**src/design/cpu_wrapper_pkg.sv**
```systemverilog
package cpu_wrapper_pkg;

  // bus geometry
  localparam int ADDR_WIDTH = 32;
  localparam int DATA_WIDTH = 32;
  localparam int ID_WIDTH   = 4;
  localparam int STRB_WIDTH = DATA_WIDTH / 8;
  localparam int RESP_WIDTH = 2;
  localparam int F3_WIDTH   = 3;

  // load func3 encodings
  localparam logic [F3_WIDTH-1:0] F3_LB  = 3'b000;
  localparam logic [F3_WIDTH-1:0] F3_LH  = 3'b001;
  localparam logic [F3_WIDTH-1:0] F3_LW  = 3'b010;
  localparam logic [F3_WIDTH-1:0] F3_LBU = 3'b100;
  localparam logic [F3_WIDTH-1:0] F3_LHU = 3'b101;
  // store func3 reuses the load width codes
  localparam logic [F3_WIDTH-1:0] F3_SB  = 3'b000;
  localparam logic [F3_WIDTH-1:0] F3_SH  = 3'b001;
  localparam logic [F3_WIDTH-1:0] F3_SW  = 3'b010;

  localparam logic [RESP_WIDTH-1:0] RESP_OKAY = 2'b00;

  // waiting cycles before a transaction is abandoned
  localparam int TIMEOUT_CYCLES = 64;
  localparam int TIMER_WIDTH    = $clog2(TIMEOUT_CYCLES);

  // one core access, held steady while stalled
  typedef struct packed {
    logic                  req;
    logic                  write;
    logic [F3_WIDTH-1:0]   func3;
    logic [ADDR_WIDTH-1:0] addr;
    logic [DATA_WIDTH-1:0] wdata;
  } core_req_t;

  // answer back to the core
  typedef struct packed {
    logic                  stall;
    logic                  err;
    logic [DATA_WIDTH-1:0] rdata;
  } core_rsp_t;

  // master driven AXI-Lite signals
  typedef struct packed {
    logic                  arvalid;
    logic [ADDR_WIDTH-1:0] araddr;
    logic [ID_WIDTH-1:0]   arid;
    logic                  rready;
    logic                  awvalid;
    logic [ADDR_WIDTH-1:0] awaddr;
    logic [ID_WIDTH-1:0]   awid;
    logic                  wvalid;
    logic [DATA_WIDTH-1:0] wdata;
    logic [STRB_WIDTH-1:0] wstrb;
    logic                  bready;
  } axi_req_t;

  // slave driven AXI-Lite signals
  typedef struct packed {
    logic                  arready;
    logic                  rvalid;
    logic [DATA_WIDTH-1:0] rdata;
    logic [RESP_WIDTH-1:0] rresp;
    logic                  awready;
    logic                  wready;
    logic                  bvalid;
    logic [RESP_WIDTH-1:0] bresp;
  } axi_rsp_t;

  // bus word, whole or as byte lanes
  typedef union packed {
    logic [DATA_WIDTH-1:0]       word;
    logic [STRB_WIDTH-1:0][7:0]  bytes;
  } bus_word_u;

endpackage

```
**src/design/axi_master.sv**
```systemverilog
`timescale 1ns/10ps

module axi_master
  import cpu_wrapper_pkg::*;
#(
  parameter logic [ID_WIDTH-1:0] MASTER_ID = '0
) (
  input  logic      clk,
  input  logic      arst_n_i,
  input  core_req_t core_req_i,
  output core_rsp_t core_rsp_o,
  output axi_req_t  axi_req_o,
  input  axi_rsp_t  axi_rsp_i
);

  typedef enum logic [1:0] {
    IDLE,
    ADDR,
    RESP,
    DONE
  } state_e;

  state_e state_q;
  state_e state_d;

  // access captured when leaving IDLE
  logic                  write_q;
  logic [F3_WIDTH-1:0]   func3_q;
  logic [ADDR_WIDTH-1:0] addr_q;
  logic [DATA_WIDTH-1:0] wdata_q;
  logic [STRB_WIDTH-1:0] wstrb_q;

  // write channel handshakes seen so far
  logic aw_done_q;
  logic w_done_q;

  // result shown to the core in DONE
  logic                  err_q;
  logic [DATA_WIDTH-1:0] rdata_q;

  logic [DATA_WIDTH-1:0] wdata_aligned;
  logic [STRB_WIDTH-1:0] wstrb_aligned;
  logic [DATA_WIDTH-1:0] load_data;
  logic                  timer_run;
  logic                  timer_expired;

  logic ar_hs;
  logic aw_hs;
  logic w_hs;
  logic r_hs;
  logic b_hs;
  logic aw_ok;
  logic w_ok;

  // lane placement straight from the core request
  store_aligner u_store_aligner (
    .func3_i   (core_req_i.func3),
    .addr_lo_i (core_req_i.addr[1:0]),
    .wdata_i   (core_req_i.wdata),
    .wdata_o   (wdata_aligned),
    .wstrb_o   (wstrb_aligned)
  );

  // load result from the live R data
  load_extractor u_load_extractor (
    .func3_i   (func3_q),
    .addr_lo_i (addr_q[1:0]),
    .rdata_i   (axi_rsp_i.rdata),
    .rdata_o   (load_data)
  );

  // runs only while waiting on the bus
  assign timer_run = (state_q == ADDR) || (state_q == RESP);

  response_timer u_response_timer (
    .clk       (clk),
    .arst_n_i  (arst_n_i),
    .run_i     (timer_run),
    .expired_o (timer_expired)
  );

  // bus outputs, all decoded from registered state
  always_comb begin
    axi_req_o         = '0;
    axi_req_o.arvalid = (state_q == ADDR) && !write_q;
    axi_req_o.araddr  = addr_q;
    axi_req_o.arid    = MASTER_ID;
    axi_req_o.rready  = (state_q == RESP) && !write_q;
    // AW and W start together, each drops on its own handshake
    axi_req_o.awvalid = (state_q == ADDR) && write_q && !aw_done_q;
    axi_req_o.awaddr  = addr_q;
    axi_req_o.awid    = MASTER_ID;
    axi_req_o.wvalid  = (state_q == ADDR) && write_q && !w_done_q;
    axi_req_o.wdata   = wdata_q;
    axi_req_o.wstrb   = wstrb_q;
    axi_req_o.bready  = (state_q == RESP) && write_q;
  end

  assign ar_hs = axi_req_o.arvalid && axi_rsp_i.arready;
  assign aw_hs = axi_req_o.awvalid && axi_rsp_i.awready;
  assign w_hs  = axi_req_o.wvalid && axi_rsp_i.wready;
  assign r_hs  = axi_req_o.rready && axi_rsp_i.rvalid;
  assign b_hs  = axi_req_o.bready && axi_rsp_i.bvalid;

  // write address and data done, now or earlier
  assign aw_ok = aw_done_q || aw_hs;
  assign w_ok  = w_done_q || w_hs;

  always_comb begin
    state_d = state_q;
    unique case (state_q)
      IDLE: begin
        if (core_req_i.req) state_d = ADDR;
      end
      ADDR: begin
        // a handshake in the expiry cycle still counts
        if (write_q ? (aw_ok && w_ok) : ar_hs) state_d = RESP;
        else if (timer_expired) state_d = DONE;
      end
      RESP: begin
        if (r_hs || b_hs || timer_expired) state_d = DONE;
      end
      DONE: begin
        state_d = IDLE;
      end
    endcase
  end

  always_ff @(posedge clk or negedge arst_n_i) begin
    if (!arst_n_i) begin
      state_q   <= IDLE;
      write_q   <= 1'b0;
      aw_done_q <= 1'b0;
      w_done_q  <= 1'b0;
      err_q     <= 1'b0;
      rdata_q   <= '0;
    end else begin
      state_q <= state_d;
      if (state_q == IDLE && core_req_i.req) begin
        // fresh transaction
        write_q   <= core_req_i.write;
        aw_done_q <= 1'b0;
        w_done_q  <= 1'b0;
        err_q     <= 1'b0;
        rdata_q   <= '0;
      end
      if (aw_hs) aw_done_q <= 1'b1;
      if (w_hs) w_done_q <= 1'b1;
      if (r_hs) begin
        rdata_q <= load_data;
        err_q   <= (axi_rsp_i.rresp != RESP_OKAY);
      end else if (b_hs) begin
        err_q <= (axi_rsp_i.bresp != RESP_OKAY);
      end else if (timer_run && state_d == DONE) begin
        // abandoned, no answer from the slave
        err_q   <= 1'b1;
        rdata_q <= '0;
      end
    end
  end

  // payload, only meaningful once a transaction has started
  always_ff @(posedge clk) begin
    if (state_q == IDLE && core_req_i.req) begin
      func3_q <= core_req_i.func3;
      addr_q  <= core_req_i.addr;
      wdata_q <= wdata_aligned;
      wstrb_q <= wstrb_aligned;
    end
  end

  // stall until DONE
  assign core_rsp_o.stall = core_req_i.req && (state_q != DONE);
  assign core_rsp_o.err   = err_q;
  assign core_rsp_o.rdata = rdata_q;

endmodule

```
**src/design/cpu_wrapper.sv**
```systemverilog
`timescale 1ns/10ps

module cpu_wrapper
  import cpu_wrapper_pkg::*;
(
  input  logic      clk,
  input  logic      arst_n_i,
  // instruction fetch side of the core
  input  core_req_t inst_req_i,
  output core_rsp_t inst_rsp_o,
  // load and store side of the core
  input  core_req_t data_req_i,
  output core_rsp_t data_rsp_o,
  // bus port 0, instruction memory
  output axi_req_t  m0_axi_req_o,
  input  axi_rsp_t  m0_axi_rsp_i,
  // bus port 1, data memory
  output axi_req_t  m1_axi_req_o,
  input  axi_rsp_t  m1_axi_rsp_i
);

  // instruction master, ID 0
  // fetches are word reads, the core sets func3 and write itself
  axi_master #(
    .MASTER_ID (ID_WIDTH'(0))
  ) u_inst_master (
    .clk        (clk),
    .arst_n_i   (arst_n_i),
    .core_req_i (inst_req_i),
    .core_rsp_o (inst_rsp_o),
    .axi_req_o  (m0_axi_req_o),
    .axi_rsp_i  (m0_axi_rsp_i)
  );

  // data master, ID 1
  // independent of the fetch port, no arbitration between them
  axi_master #(
    .MASTER_ID (ID_WIDTH'(1))
  ) u_data_master (
    .clk        (clk),
    .arst_n_i   (arst_n_i),
    .core_req_i (data_req_i),
    .core_rsp_o (data_rsp_o),
    .axi_req_o  (m1_axi_req_o),
    .axi_rsp_i  (m1_axi_rsp_i)
  );

endmodule

```
**src/design/load_extractor.sv**
```systemverilog
`timescale 1ns/10ps

module load_extractor
  import cpu_wrapper_pkg::*;
(
  input  logic [F3_WIDTH-1:0]   func3_i,
  input  logic [1:0]            addr_lo_i,
  input  logic [DATA_WIDTH-1:0] rdata_i,
  output logic [DATA_WIDTH-1:0] rdata_o
);

  // read word seen as byte lanes
  bus_word_u   word_w;
  logic [7:0]  byte_w;
  logic [15:0] half_w;

  assign word_w = rdata_i;

  // addressed byte
  assign byte_w = word_w.bytes[addr_lo_i];

  // addressed halfword, bit 0 ignored (aligned only)
  assign half_w = {word_w.bytes[{addr_lo_i[1], 1'b1}], word_w.bytes[{addr_lo_i[1], 1'b0}]};

  always_comb begin
    case (func3_i)
      // signed byte
      F3_LB:   rdata_o = {{(DATA_WIDTH-8){byte_w[7]}}, byte_w};
      // unsigned byte
      F3_LBU:  rdata_o = {{(DATA_WIDTH-8){1'b0}}, byte_w};
      // signed half
      F3_LH:   rdata_o = {{(DATA_WIDTH-16){half_w[15]}}, half_w};
      // unsigned half
      F3_LHU:  rdata_o = {{(DATA_WIDTH-16){1'b0}}, half_w};
      F3_LW:   rdata_o = word_w.word;
      // anything else passes the word through
      default: rdata_o = word_w.word;
    endcase
  end

endmodule

```
**src/design/response_timer.sv**
```systemverilog
`timescale 1ns/10ps

module response_timer
  import cpu_wrapper_pkg::*;
(
  input  logic clk,
  input  logic arst_n_i,
  input  logic run_i,
  output logic expired_o
);

  // cycles spent waiting on the current transaction
  logic [TIMER_WIDTH-1:0] count_q;

  always_ff @(posedge clk or negedge arst_n_i) begin
    if (!arst_n_i) begin
      count_q <= '0;
    end else if (!run_i) begin
      // idle between transactions
      count_q <= '0;
    end else if (!expired_o) begin
      count_q <= count_q + 1'b1;
    end
  end

  // hold at the limit, master leaves the wait states next cycle
  assign expired_o = run_i && (count_q == TIMER_WIDTH'(TIMEOUT_CYCLES - 1));

endmodule

```
**src/design/store_aligner.sv**
```systemverilog
`timescale 1ns/10ps

module store_aligner
  import cpu_wrapper_pkg::*;
(
  input  logic [F3_WIDTH-1:0]   func3_i,
  input  logic [1:0]            addr_lo_i,
  input  logic [DATA_WIDTH-1:0] wdata_i,
  output logic [DATA_WIDTH-1:0] wdata_o,
  output logic [STRB_WIDTH-1:0] wstrb_o
);

  // lane view of the outgoing word
  bus_word_u word_w;

  always_comb begin
    word_w  = '0;
    wstrb_o = '0;
    case (func3_i)
      F3_SB: begin
        // same byte in every lane, strobe picks the one that lands
        word_w.bytes = {STRB_WIDTH{wdata_i[7:0]}};
        wstrb_o      = STRB_WIDTH'(1) << addr_lo_i;
      end
      F3_SH: begin
        // halfword in both halves
        word_w.word = {2{wdata_i[15:0]}};
        // upper or lower half by addr bit 1
        wstrb_o     = addr_lo_i[1] ? 4'b1100 : 4'b0011;
      end
      F3_SW: begin
        word_w.word = wdata_i;
        wstrb_o     = '1;
      end
      default: begin
        // unknown width treated as a full word
        word_w.word = wdata_i;
        wstrb_o     = '1;
      end
    endcase
  end

  assign wdata_o = word_w.word;

endmodule

```
**config.mk**
```make
export PLATFORM = sky130hd
export DESIGN_NAME = cpu_wrapper
export DESIGN_NICKNAME = d
export VERILOG_FILES = /design/src/design/cpu_wrapper_pkg.sv /design/src/design/axi_master.sv /design/src/design/cpu_wrapper.sv /design/src/design/load_extractor.sv /design/src/design/response_timer.sv /design/src/design/store_aligner.sv
export SDC_FILE = /design/constraint.sdc
export NUM_CORES = 1
export LEC_CHECK = 0
export BUFFER_PORTS_ARGS = -buffer_cell sky130_fd_sc_hd__buf_2
export CAP_MARGIN = 10
export CORE_AREA = 2 2 199 201
export DETAILED_ROUTE_END_ITERATION = 6
export DIE_AREA = 0 0 201 203
export GPL_TIMING_DRIVEN = 0
export PLACE_DENSITY_LB_ADDON = 0.1
export SLEW_MARGIN = 15
export SYNTH_ARGS = -nofsm -noshare
export SYNTH_HDL_FRONTEND = slang
export SYNTH_SLANG_ARGS = --single-unit
```
**constraint.sdc**
```tcl
create_clock -name clk -period 7.3 [get_ports clk]
set_clock_uncertainty 0.05 [all_clocks]
set_input_delay 1.095 -clock clk [delete_from_list [all_inputs] [get_ports clk]]
set_output_delay 1.095 -clock clk [all_outputs]
set_load 0.03 [all_outputs]
```
==> summary.md <==
| Metric | Value |
|---|---|
| Overall power consumption | `5.40 mW` |
| Sequential fraction of design power | `35.7%` |
| Cells along the critical path | `inv_1 -> ha_1 -> nand2_1 -> nor2_1 -> buf_2` |
| Worst-Skew Late Latency | `0.54 ns` |
| Register cell area after layout | `between 0.006 and 0.007 mm²` |
| Area of the multi-input gates | `~0.0035 mm²` |
| Synthesized area per cell | `12.7 µm²` |
| Final Hold Vio Count | `0` |
| Height of the chip | `203 µm` |
| Global-route total usage across every layer | `17.7%` |
| Number of H-tree levels | `1` |
| Commonest non-fill, non-tap cells in the layout | `buf_2, edfxtp_1, dfrtp_1` |
| Worst ir drop on vdd | `0.166 mV` |
| Die W | `201 µm` |
| Maximum buffer depth of the clock tree | `3` |
| Routed wire per std cell | `19.5 µm` |
| Crit path launch type | `flip-flop` |
| Via count of the first global-routing pass | `8808` |
| Kind of path behind the tightest hold check | `in2async` |
| Effective utilization at floorplan | `~28%` |
| First-pass GRT wire length | `approximately 55 mm` |
| Number of buffers inserted to repair setup after CTS | `0` |
| Initial antenna violation count | `8` |
| Number of gates resized after CTS | `0` |
| Clock tree sinks | `230` |
| Global placement routability congestion | `0.829` |
| Combinational share of power | `39.4%` |
| Internal power summed over all cells | `3.22 mW` |
| Standard-cell rows | `72` |
| Clock input transition at the sequential cells of the worst setup and hold paths | `0.06 ns` |
| Iter 0 DRT Violations | `344` |
| Port Buffer Count | `499` |
| Via-to-Cell Ratio | `4.47` |
| Setup TNS | `0 ns` |
| Run status | `complete, no violations` |
| Gate count after technology mapping | `848` |
| Post-Place Setup Slack | `4.21 ns` |
| Rel. slew slack | `24.4%` |
| Pins over their slew limit | `0` |
| Biggest fanout along the worst timing path | `6` |
| Count of flip-flops with a built-in enable after synthesis | `142` |
| Sw Share | `between 40% and 50%` |
| Netlist Area Pre-Place | `0.0108 mm²` |
| DP Cell Count | `approximately 1900` |
| Post-synth top area share | `between 30% and 40%` |
| Setup violation total in the final timing report | `0` |
| Number of warnings printed during yosys synthesis | `0` |
| Share of cells above drive strength 1 | `roughly half` |
| Die ar. | `slightly above 0.04 mm²` |
| DRC | `0` |
| Quantity of hold-fixing buffers added after cts | `0` |
| Post-layout net count | `approximately 1600` |
| Clock tree from TritonCTS | `done` |
| Max-capacitance violation count | `0` |
| Fillers | `about 3900` |
| Clock power share | `24.9%` |
| F_max | `roughly 340 MHz` |
| Unrepaired setup endpoints after global routing | `no` |
| Period Utilization, post-route | `40.8%` |
| Cell family contributing the most delay on the critical path | `flip-flops` |
| Top cells by area, synth | `edfxtp_1, dfrtp_1, buf_4` |
| Reported leakage power | `about 7.0 nW` |
| Via Count | `8656` |
| Most instantiated flip-flop cell in the synthesis netlist | `edfxtp_1` |
| Area Overhead vs Synth | `38.7%` |
| CTS root buf | `clkbuf_16` |
| Iteration count of the initial detailed-routing pass | `5` |
| Category of the worst setup path capture point | `output pin` |
| Crit path setup slack, layout | `4.32 ns` |
| Maximum number of pins on one net before global-route repair | `75` |
| HPWL after detailed placement | `29.2 mm` |
| Post-synthesis register bit count | `230` |
| Top cell type by total area after synthesis | `edfxtp_1` |
| Number of antenna-violating nets in the routed design | `0` |
| Leading cell type in the layout, fill and taps excluded | `buf_2` |
| Crit path required time | `6.15 ns` |
| PwrDens | `362 mW/mm²` |
| Layout Cells excl Fill | `1937` |
| Core Box Area | `0.0385 mm²` |
| I/O pin cnt | `516` |
| Buf+Inv Stages, Crit Path | `2` |
| Critical path data arrival time | `between 1.5 and 2 ns` |
| Number of buffers inserted during clock tree synthesis | `28` |
| Worst Setup Path Type | `reg2out` |
| Total congestion overflow | `0` |
| Library cell contributing the largest single delay on the critical path | `dfrtp_1` |
| Maximum single-stage delay on the critical path | `0.45 ns` |
| Number of distinct library cells after synthesis | `58` |
| Switching power summed over all nets | `around 2.2 mW` |
| Total wirelength of the detailed-routed design | `around 38 mm` |
| Post-synthesis async set-or-reset flop share | `a little under two fifths` |
| Proportion of synthesized chip area in sequential cells | `60.1%` |
| Final worst path period need | `2.98 ns` |
| Worst-margin pin slew | `1.13 ns` |
## logic make-up after synthesis
| kind of cell | share of synthesized area [%] |
|---|---|
| flip-flops | 60.1 |
| AO/OA/AOI/OAI | 15.1 |
| AND/OR/NAND/NOR | 7.16 |
| buffers and inverters | 8.05 |
| multiplexers | 7.75 |
| adder cells (fa/ha/maj) | 1.63 |
| other | 0.0698 |
| XOR/XNOR | 0.163 |
## cell usage after synthesis (3+ instances only)
master     instances
buf_4             85
clkbuf_1          25
a22o_1            13
nand2_1           39
nand3_1            8
a31oi_1            8
o21bai_1           3
o211a_1            3
nand4_1            3
or3b_2             4
a32o_1             3
o21ai_0           43
ha_1              14
or3_1              3
mux2i_1           26
mux2_2            49
nand2b_1           7
o2bb2ai_1         31
edfxtp_1         142
a21oi_1           73
o2bb2ai_2          6
buf_6              4
a21boi_0           6
nor2_1            60
dfrtp_1           88
and2_1             9
inv_1             19
nor2b_1           11
a22o_2             3
a21o_1            15
buf_2              3
and3_1             3
nor3_1             4
## routing by layer
layer	vias to the layer above	track usage [%]	wire length, µm
li1	4134	-	-
met1	4119	22.0	15300
met2	335	30.2	18600
met3	58	5.51	3110
met4	10	3.65	624
met5	-	0	69
## per-stage QoR
stage / utilization (%) / hold WS, ns / area [µm²]
final: 38.8 / 0.328 / 14900
after global routing: 38.8 / 0.316 / 14900
after CTS: 38.8 / 0.294 / 14900
after detailed placement: 36.5 / 0.413 / 14000
after global placement: 36.3 / 0.408 / 14000
after floorplan: - / 0.408 / 10800
## registers in the layout (all words and copies together), names as in the netlist, 3 cells and up
register	cells
u_data_master.wstrb_q	4
u_data_master.addr_q	32
u_data_master.func3_q	3
u_inst_master.rdata_q	32
u_data_master.rdata_q	32
u_inst_master.u_response_timer.count_q	6
u_data_master.u_response_timer.count_q	6
u_inst_master.wstrb_q	4
u_inst_master.wdata_q	32
u_inst_master.addr_q	32
u_inst_master.func3_q	3
u_data_master.wdata_q	32
## worst paths after layout
check	cells past startpoint	endpoint	slack [ns]	start
worst min-delay path	1	u_data_master.w_done_q	0.33	arst_n_i
worst max-delay path	5	m0_axi_req_o[37]	4.32	u_inst_master.state_q[1]
worst min register to register	1	u_inst_master.rdata_q[28]	0.42	u_inst_master.rdata_q[28]
min in group clk	1	u_inst_master.rdata_q[28]	0.42	u_inst_master.rdata_q[28]
max in group asynchronous	2	u_inst_master.rdata_q[22]	6.21	arst_n_i
worst max register to register	7	u_data_master.rdata_q[12]	4.92	u_data_master.state_q[1]
## power by group through the flow
stage	clock, mW	sequential (mW)	combinational [mW]
6_report	1.34	1.93	2.13
3_5_place_dp	0	1.95	2.15
2_1_floorplan	0	2.41	0.970
3_3_place_gp	0	1.97	2.13
5_1_grt	1.44	1.97	2.27
4_1_cts	1.40	1.93	2.16
## area by class of cell
type	count	area share, %
multi-input cells	495	23.3
flip-flops and latches	230	43.3
repair buffers	502	17.3
clock buffers	38	5.09
inverters	20	0.536
clock inverters	14	0.738
plain buffers	117	5.31
diodes	3	0.0503
well taps	518	4.34
(Power assumes the default switching activity.)
